[src/hist_cfg_pkg.sv]
`default_nettype none

package hist_cfg_pkg;

    // time bins in one pixel histogram
    localparam int BIN_NUM = 8;
    // pixels sharing one histogram memory
    localparam int PIXEL_NUM = 2;
    // events per pixel in each acquisition
    localparam int DATA_NUM = 4;
    // acquisitions per frame
    localparam int ACQ_NUM = 3;
    // width of one bin count
    localparam int COUNT_W = 8;

    // derived widths
    localparam int BIN_W = $clog2(BIN_NUM);
    localparam int PIX_W = $clog2(PIXEL_NUM);
    // word index inside one bank, pixel in the upper bits
    localparam int IDX_W = PIX_W + BIN_W;
    // bank bit on top of the word index
    localparam int ADDR_W = 1 + IDX_W;
    localparam int DATA_CNT_W = $clog2(DATA_NUM);
    localparam int ACQ_CNT_W = $clog2(ACQ_NUM);

    localparam int WORDS_PER_BANK = PIXEL_NUM * BIN_NUM;

endpackage

`default_nettype wire

[src/hist_bus_pkg.sv]
`default_nettype none

package hist_bus_pkg;

    // memory read request
    typedef struct packed {
        logic                             en;
        logic [hist_cfg_pkg::ADDR_W-1:0]  addr;
    } mem_rd_req_t;

    // count stores data and marks the word valid, clear only drops the flag
    typedef enum logic {
        WR_COUNT = 1'b0,
        WR_CLEAR = 1'b1
    } mem_wr_op_e;

    // memory write request
    typedef struct packed {
        logic                             en;
        mem_wr_op_e                       op;
        logic [hist_cfg_pkg::ADDR_W-1:0]  addr;
        logic [hist_cfg_pkg::COUNT_W-1:0] data;
    } mem_wr_req_t;

    // one word of the readout stream
    typedef struct packed {
        logic [hist_cfg_pkg::PIX_W-1:0]   pixel;
        logic [hist_cfg_pkg::BIN_W-1:0]   bin;
        logic [hist_cfg_pkg::COUNT_W-1:0] count;
    } hist_word_t;

    // readout FSM states
    typedef enum logic [1:0] {
        RO_IDLE = 2'd0,
        RO_READ = 2'd1,
        RO_LAST = 2'd2
    } ro_state_e;

endpackage

`default_nettype wire

[src/hist_ram.sv]
`timescale 1ns/100ps
`default_nettype none

module hist_ram (
    input  wire logic                        clk,
    input  wire logic                        combin_res,
    input  wire hist_bus_pkg::mem_rd_req_t   m_rd,
    input  wire hist_bus_pkg::mem_wr_req_t   m_wr,
    output logic [hist_cfg_pkg::COUNT_W-1:0] rd_count
);
    import hist_cfg_pkg::*;
    import hist_bus_pkg::*;

    // both banks with the bank bit on top of the address
    logic [COUNT_W-1:0]          mem [2*WORDS_PER_BANK];
    // one flag per word so a cleared word reads as zero
    logic [2*WORDS_PER_BANK-1:0] vld;

    // count array only changes on count writes
    always_ff @(posedge clk) begin
        if (m_wr.en && (m_wr.op == WR_COUNT)) begin
            mem[m_wr.addr] <= m_wr.data;
        end
    end

    always_ff @(posedge clk or negedge combin_res) begin
        if (!combin_res) begin
            vld <= '0;
        end else if (m_wr.en) begin
            vld[m_wr.addr] <= (m_wr.op == WR_COUNT);
        end
    end

    // registered read sees the contents before a same-cycle write
    always_ff @(posedge clk) begin
        if (m_rd.en) begin
            rd_count <= vld[m_rd.addr] ? mem[m_rd.addr] : '0;
        end
    end

endmodule

`default_nettype wire

[src/hist_arbiter.sv]
`timescale 1ns/100ps
`default_nettype none

module hist_arbiter (
    input  wire hist_bus_pkg::mem_rd_req_t b_rd,
    input  wire hist_bus_pkg::mem_wr_req_t b_wr,
    input  wire hist_bus_pkg::mem_rd_req_t r_rd,
    input  wire hist_bus_pkg::mem_wr_req_t r_wr,
    output hist_bus_pkg::mem_rd_req_t      m_rd,
    output hist_bus_pkg::mem_wr_req_t      m_wr,
    output logic                           r_rd_grant,
    output logic                           r_wr_grant
);

    // builder owns a port whenever it asks for it
    always_comb begin
        if (b_rd.en) begin
            m_rd = b_rd;
        end else begin
            m_rd = r_rd;
        end
        if (b_wr.en) begin
            m_wr = b_wr;
        end else begin
            m_wr = r_wr;
        end
        // readout only gets an idle port
        r_rd_grant = r_rd.en && !b_rd.en;
        r_wr_grant = r_wr.en && !b_wr.en;
    end

    // builder fills one bank while readout clears the other
    always_comb begin
        a_wr_addr_apart: assert (!(b_wr.en && r_wr.en && (b_wr.addr == r_wr.addr)));
    end

endmodule

`default_nettype wire

[src/hist_builder.sv]
`timescale 1ns/100ps
`default_nettype none

module hist_builder (
    input  wire logic                             clk,
    input  wire logic                             combin_res,
    input  wire logic                             event_valid,
    input  wire logic [hist_cfg_pkg::BIN_W-1:0]   event_bin,
    input  wire logic [hist_cfg_pkg::COUNT_W-1:0] rd_count,
    output hist_bus_pkg::mem_rd_req_t             b_rd,
    output hist_bus_pkg::mem_wr_req_t             b_wr,
    output logic [hist_cfg_pkg::COUNT_W-1:0]      bin_count,
    output logic                                  bin_count_valid,
    output logic                                  acq_done,
    output logic                                  frame_done,
    output logic                                  his_num
);
    import hist_cfg_pkg::*;
    import hist_bus_pkg::*;

    // event, pixel and acquisition counters
    logic [DATA_CNT_W-1:0] data_cnt;
    logic [PIX_W-1:0]      pix_cnt;
    logic [ACQ_CNT_W-1:0]  acq_cnt;
    // addressing bank that flips at the sample edge of the closing event
    logic                  fill_bank;
    logic                  acq_end;
    logic                  frame_end;

    // stage 1 holds the read and stage 2 the increment and write
    logic                  s1_valid;
    logic                  s1_acq_end;
    logic                  s1_frame_end;
    logic [ADDR_W-1:0]     s1_addr;
    logic                  s2_valid;
    logic                  s2_acq_end;
    logic                  s2_frame_end;
    logic                  s2_fwd;
    logic [ADDR_W-1:0]     s2_addr;
    logic [COUNT_W-1:0]    s2_fwd_data;
    logic                  fwd_hit;
    logic [COUNT_W-1:0]    base_count;
    logic [COUNT_W-1:0]    new_count;

    // current event closes a pixel run of the last pixel
    assign acq_end   = (data_cnt == DATA_CNT_W'(DATA_NUM - 1)) &&
                       (pix_cnt == PIX_W'(PIXEL_NUM - 1));
    assign frame_end = acq_end && (acq_cnt == ACQ_CNT_W'(ACQ_NUM - 1));

    always_comb begin
        b_rd.en    = s1_valid;
        b_rd.addr  = s1_addr;
        // take the count from a same-cycle write to the same word
        fwd_hit    = s1_valid && s2_valid && (s2_addr == s1_addr);
        base_count = s2_fwd ? s2_fwd_data : rd_count;
        new_count  = base_count + 1'b1;
        b_wr.en    = s2_valid;
        b_wr.op    = WR_COUNT;
        b_wr.addr  = s2_addr;
        b_wr.data  = new_count;
    end

    always_ff @(posedge clk or negedge combin_res) begin
        if (!combin_res) begin
            data_cnt        <= '0;
            pix_cnt         <= '0;
            acq_cnt         <= '0;
            fill_bank       <= 1'b0;
            s1_valid        <= 1'b0;
            s1_acq_end      <= 1'b0;
            s1_frame_end    <= 1'b0;
            s2_valid        <= 1'b0;
            s2_acq_end      <= 1'b0;
            s2_frame_end    <= 1'b0;
            s2_fwd          <= 1'b0;
            bin_count_valid <= 1'b0;
            acq_done        <= 1'b0;
            frame_done      <= 1'b0;
            his_num         <= 1'b0;
        end else begin
            s1_valid        <= event_valid;
            s1_acq_end      <= event_valid && acq_end;
            s1_frame_end    <= event_valid && frame_end;
            s2_valid        <= s1_valid;
            s2_acq_end      <= s1_acq_end;
            s2_frame_end    <= s1_frame_end;
            s2_fwd          <= fwd_hit;
            bin_count_valid <= s2_valid;
            acq_done        <= s2_acq_end;
            frame_done      <= s2_frame_end;
            // visible bank flips with the write of the closing event
            if (s2_frame_end) begin
                his_num <= ~his_num;
            end
            if (event_valid) begin
                if (data_cnt != DATA_CNT_W'(DATA_NUM - 1)) begin
                    data_cnt <= data_cnt + 1'b1;
                end else begin
                    data_cnt <= '0;
                    pix_cnt  <= acq_end ? '0 : pix_cnt + 1'b1;
                    if (acq_end) begin
                        acq_cnt <= frame_end ? '0 : acq_cnt + 1'b1;
                    end
                end
                if (frame_end) begin
                    fill_bank <= ~fill_bank;
                end
            end
        end
    end

    // address and count payload
    always_ff @(posedge clk) begin
        if (event_valid) begin
            s1_addr <= {fill_bank, pix_cnt, event_bin};
        end
        s2_addr     <= s1_addr;
        s2_fwd_data <= new_count;
        if (s2_valid) begin
            bin_count <= new_count;
        end
    end

    // strobes need an idle cycle between them
    a_event_gap: assert property (@(posedge clk) disable iff (!combin_res)
        event_valid |=> !event_valid);

    // counts only ever land in the bank that his_num shows as filling
    a_wr_fill_bank: assert property (@(posedge clk) disable iff (!combin_res)
        b_wr.en |-> (b_wr.op == WR_COUNT) && (b_wr.addr[ADDR_W-1] == his_num));

endmodule

`default_nettype wire

[src/hist_readout.sv]
`timescale 1ns/100ps
`default_nettype none

module hist_readout (
    input  wire logic                             clk,
    input  wire logic                             combin_res,
    input  wire logic                             frame_done,
    input  wire logic                             his_num,
    input  wire logic [hist_cfg_pkg::COUNT_W-1:0] rd_count,
    input  wire logic                             r_rd_grant,
    input  wire logic                             r_wr_grant,
    output hist_bus_pkg::mem_rd_req_t             r_rd,
    output hist_bus_pkg::mem_wr_req_t             r_wr,
    output logic                                  ro_valid,
    output hist_bus_pkg::hist_word_t              ro_word
);
    import hist_cfg_pkg::*;
    import hist_bus_pkg::*;

    ro_state_e         state;
    // word index, pixel-major and bin-ascending
    logic [IDX_W-1:0]  idx;
    // read granted, clear still owed
    logic              rd_done;
    logic [ADDR_W-1:0] addr;

    // drain the bank the builder just left
    assign addr = {~his_num, idx};

    always_comb begin
        r_rd.en       = (state != RO_IDLE) && !rd_done;
        r_rd.addr     = addr;
        r_wr.en       = rd_done;
        r_wr.op       = WR_CLEAR;
        r_wr.addr     = addr;
        r_wr.data     = '0;
        ro_word.pixel = idx[IDX_W-1 -: PIX_W];
        ro_word.bin   = idx[BIN_W-1:0];
        // memory data is valid in the cycle after the granted read
        ro_word.count = rd_count;
    end

    always_ff @(posedge clk or negedge combin_res) begin
        if (!combin_res) begin
            state    <= RO_IDLE;
            idx      <= '0;
            rd_done  <= 1'b0;
            ro_valid <= 1'b0;
        end else begin
            ro_valid <= r_rd.en && r_rd_grant;
            case (state)
                RO_IDLE: begin
                    if (frame_done) begin
                        state <= RO_READ;
                        idx   <= '0;
                    end
                end
                RO_READ, RO_LAST: begin
                    if (r_rd.en && r_rd_grant) begin
                        rd_done <= 1'b1;
                    end else if (rd_done && r_wr_grant) begin
                        // word read and cleared, step on
                        rd_done <= 1'b0;
                        idx     <= idx + 1'b1;
                        if (state == RO_LAST) begin
                            state <= RO_IDLE;
                        end else if (idx == IDX_W'(WORDS_PER_BANK - 2)) begin
                            state <= RO_LAST;
                        end
                    end
                end
                default: state <= RO_IDLE;
            endcase
        end
    end

    // previous bank must be drained before the next frame ends
    a_no_overrun: assert property (@(posedge clk) disable iff (!combin_res)
        frame_done |-> (state == RO_IDLE));

endmodule

`default_nettype wire

[src/hist_top.sv]
`timescale 1ns/100ps
`default_nettype none

module hist_top (
    input  wire logic                             clk,
    input  wire logic                             combin_res,
    input  wire logic                             event_valid,
    input  wire logic [hist_cfg_pkg::BIN_W-1:0]   event_bin,
    output logic [hist_cfg_pkg::COUNT_W-1:0]      bin_count,
    output logic                                  bin_count_valid,
    output logic                                  acq_done,
    output logic                                  his_num,
    output logic                                  ro_valid,
    output hist_bus_pkg::hist_word_t              ro_word
);
    import hist_cfg_pkg::*;
    import hist_bus_pkg::*;

    mem_rd_req_t        b_rd;
    mem_wr_req_t        b_wr;
    mem_rd_req_t        r_rd;
    mem_wr_req_t        r_wr;
    mem_rd_req_t        m_rd;
    mem_wr_req_t        m_wr;
    logic               r_rd_grant;
    logic               r_wr_grant;
    // shared read data, each side knows its own reads
    logic [COUNT_W-1:0] rd_count;
    logic               frame_done;

    hist_builder u_builder (
        .clk(clk), .combin_res(combin_res), .event_valid(event_valid),
        .event_bin(event_bin), .rd_count(rd_count), .b_rd(b_rd), .b_wr(b_wr),
        .bin_count(bin_count), .bin_count_valid(bin_count_valid),
        .acq_done(acq_done), .frame_done(frame_done), .his_num(his_num)
    );

    hist_readout u_readout (
        .clk(clk), .combin_res(combin_res), .frame_done(frame_done),
        .his_num(his_num), .rd_count(rd_count), .r_rd_grant(r_rd_grant),
        .r_wr_grant(r_wr_grant), .r_rd(r_rd), .r_wr(r_wr),
        .ro_valid(ro_valid), .ro_word(ro_word)
    );

    hist_arbiter u_arbiter (
        .b_rd(b_rd), .b_wr(b_wr), .r_rd(r_rd), .r_wr(r_wr), .m_rd(m_rd),
        .m_wr(m_wr), .r_rd_grant(r_rd_grant), .r_wr_grant(r_wr_grant)
    );

    hist_ram u_ram (
        .clk(clk), .combin_res(combin_res), .m_rd(m_rd), .m_wr(m_wr),
        .rd_count(rd_count)
    );

endmodule

`default_nettype wire

[config.mk]
export PLATFORM = sky130hd
export DESIGN_NAME = hist_top
export DESIGN_NICKNAME = d
export VERILOG_FILES = /design/src/hist_cfg_pkg.sv /design/src/hist_bus_pkg.sv /design/src/hist_ram.sv /design/src/hist_arbiter.sv /design/src/hist_builder.sv /design/src/hist_readout.sv /design/src/hist_top.sv
export SDC_FILE = /design/constraint.sdc
export NUM_CORES = 1
export LEC_CHECK = 0
export BUFFER_PORTS_ARGS = -buffer_cell sky130_fd_sc_hd__buf_2
export CORE_ASPECT_RATIO = 1.5
export CORE_MARGIN = 3
export CORE_UTILIZATION = 61
export CTS_CLUSTER_DIAMETER = 30
export DETAILED_ROUTE_END_ITERATION = 10
export PLACE_DENSITY = 0.82
export SLEW_MARGIN = 5
export SYNTH_ARGS = -nofsm -noshare
export SYNTH_HDL_FRONTEND = slang
export SYNTH_SLANG_ARGS = --single-unit
[constraint.sdc]
create_clock -name clk -period 3.49 [get_ports clk]
set_input_delay 0.1745 -clock clk [delete_from_list [all_inputs] [get_ports clk]]
set_output_delay 0.1745 -clock clk [all_outputs]
set_load 0.1 [all_outputs]
==> metrics.md <==
| Metric | Value |
|---|---|
| Status | completed |
| Sw Ratio | 0.375 |
| Layout cells sized above 1 | 0.129 |
| Num CTS Buffers | 43 |
| Vias in the first global route | 13200 |
| Wirelength per Cell | 27.0 um |
| Fillers | 1729 |
| Final Cycle Share | 0.878 |
| Critical path peak fanout | 38 |
| Final Slew Violations | 0 |
| Req. time, crit path | 3920 ps |
| Drt total wl | 49400 um |
| DRC viols | 0 |
| Netlist Area Pre-Place | 0.0164 mm^2 |
| Synth Instances | 1448 |
| Post-DP HPWL | 30500 um |
| Via density | 7.23 |
| IO Count | 30 |
| FMAX | 0.326 GHz |
| RSZ-0062 raised after global routing | false |
| P_sw | 5.73 mW |
| Synth top area share | 0.506 |
| # rows | 73 |
| Clock Latency Late Sink | 560 ps |
| Starting Density | 0.621 |
| Final worst slack | 426 ps |
| Core area | 0.0265 mm^2 |
| Post-synth EDFFs | 277 |
| Max cap viols | 0 |
| Total negative setup slack | 0 ps |
| Fin nets | 1472 |
| Internal Pwr Total | 9.56 mW |
| Most repeated cell in the gate-level netlist after synthesis | edfxtp_1 |
| Cts hold-fix bufs | 5 |
| Final min period | 3060 ps |
| FF-to-FF Start | u_builder.s1_valid |
| P&R area growth vs syn | 12.9% |
| Relative max-transition margin | 0.156 |
| Setup Skew | 32.1 ps |
| Crit path launch | u_builder.s1_valid |
| Largest net degree at the start of global routing | 122 |
| Post-CTS Setup Bufs | 0 |
| Largest area contributor in the netlist | edfxtp_1 |
| Power density over cell area | 823 mW/mm^2 |
| Total congestion overflow | 0 |
| CP Data Arrival Time | 3490 ps |
| R2r setup slk | 430 ps |
| Nature of the critical path endpoint | flip-flop |
| Hold_ws | 213 ps |
| CTS tree | done |
| GP Congestion | 0.952 |
| Clk buf depth | 3 |
| Clock root cell | clkbuf_16 |
| Peak supply drop | 0.000904 V |
| Final ANT Viol Nets | 0 |
| Gr usage total | 0.338 |
| Commonest cells in the netlist | 277 x edfxtp_1, 254 x o21ai_0, 116 x nor2_1, 104 x o211ai_1, 85 x a21oi_1 |
| Htree depth | 2 |
| Share of power burned in registers | 0.374 |
| Port Buffer Count | 29 |
| DR vias | 13200 |
| Post-layout power | 15.3 mW |
| Part of the power in combinational logic | 0.309 |
| Pre-CTS WS | 676 ps |
| Net count after synthesis | 1461 |
| Die H | 207 um |
| DR iter-0 viols | 2035 |
| Sequential area share after synthesis | 0.608 |
| CP startpoint kind | flip-flop |
| Pre-Repair DR Iteration Count | 8 |
| First-pass GRT wire length | 76100 um |
| Final Util | 0.701 |
| Final hold violations | 0 |
| Syn_area_per_cell | 11.4 um^2 |
| Synth warn | 0 |
| Initial antenna violation count | 1 |
| Worst Max-Slew Pin Slew | 1270 ps |
| PostCTS Resize Cnt | 0 |
| Worst min-delay path category | input port to asynchronous set/reset pin |
| Ranking of synthesized cells by area | edfxtp_1 51%, dfrtp_1 8.7%, o21ai_0 7.7%, o211ai_1 4.7%, nor2_1 2.6% |
| Leakage | 6.30 nW |
| Ys async rst share | 0.164 |
| Synth Register Bits | 347 |
| Clock edge transition at the registers on the reported setup and hold paths | 60 ps |
| Post-synthesis cell type count | 74 |
| Ys flop type | edfxtp_1 |
| Die area | 0.0290 mm^2 |
| CP Class | flip-flop to flip-flop |
| Final setup vio count | 0 |
| Die width | 140 um |
| Clk sinks | 347 |
| Clock power frac | 0.318 |
-- logic make-up after synthesis --
group | share of synthesized area
multiplexers | 0.0153
AO/OA/AOI/OAI | 0.237
buffers and inverters | 0.0461
flip-flops | 0.608
XOR/XNOR | 0.00799
AND/OR/NAND/NOR | 0.0803
adder cells (fa/ha/maj) | 0.00533
-- power by group through the flow --
stage / clock network, mW / registers (mW) / logic [mW]
final: 4.85 / 5.71 / 4.71
after CTS: 4.87 / 5.69 / 4.59
after global routing: 5.05 / 5.74 / 4.99
after floorplan: 0 / 6.17 / 2.64
after detailed placement: 0 / 5.76 / 4.54
after global placement: 0 / 5.74 / 4.42
-- cells in the final DEF (no fill, tap or decap), types with 9 or more instances in the layout --
master / n
o22ai_1: 14
o221ai_1: 18
nor2_1: 116
buf_2: 29
inv_1: 29
o31ai_1: 17
xnor2_1: 10
nor2b_1: 11
dfxtp_1: 13
nand2_1: 64
o21a_1: 17
nor3_1: 31
nand2b_1: 15
mux2i_1: 9
a21oi_1: 85
nand3_1: 18
edfxtp_1: 277
a211oi_1: 19
buf_4: 54
o211ai_1: 104
clkbuf_16: 44
o21ai_0: 254
dfrtp_1: 54
o311ai_0: 11
-- stage by stage --
stage	instances	instance area [um^2]
after floorplan	1448	16400
after global placement	1746	16900
after detailed placement	1746	16900
after CTS	1831	18600
after global routing	1832	18600
final	1832	18600
-- state kept, by name (all words and copies together), names as in the netlist, 4 cells and up --
signal and cells:
u_ram.mem 256, u_ram.vld 32, u_builder.bin_count 8, u_builder.s2_fwd_data 8, u_ram.rd_count 8, u_builder.s1_addr 5
u_builder.s2_addr 5, u_readout.idx 4
-- cell type report --
cell class | count | area (um^2) | area share
well taps | 337 | 422 | 0.0227
multi-input cells | 939 | 5680 | 0.306
clock inverters | 35 | 479 | 0.0258
inverters | 33 | 124 | 0.00667
flip-flops and latches | 347 | 10000 | 0.539
repair buffers | 95 | 741 | 0.0399
clock buffers | 45 | 1100 | 0.0595
diodes | 1 | 2.50 | 0.000135
-- worst max-delay path, stage by stage (launching register included) --
cell	delay, ps
dfrtp_4	640
mux2i_4	530
buf_4	470
o21ai_0	140
a21oi_1	160
o22ai_1	110
a211oi_1	610
and3_1	250
-- path summary, 6_finish.rpt --
path	to	cells after the start
worst max-delay path	u_ram.rd_count[6]	7
worst min-delay path	u_ram.vld[26]	2
worst max register to register	u_ram.rd_count[6]	7
worst min register to register	u_builder.s2_frame_end	0
max in group asynchronous	u_readout.idx[1]	3
min in group clk	u_builder.s1_addr[1]	2
-- per-layer routing --
| metal | vias to the layer above | part of all wire | global-route usage |
|---|---|---|---|
| met5 | - | 0 | 0 |
| met4 | 0 | 0.079 | 0.229 |
| met3 | 261 | 0.11 | 0.0640 |
| met2 | 1042 | 0.48 | 0.546 |
| met1 | 6335 | 0.32 | 0.409 |
| li1 | 5609 | - | - |
Note: power is estimated with default switching activity, not from simulation.
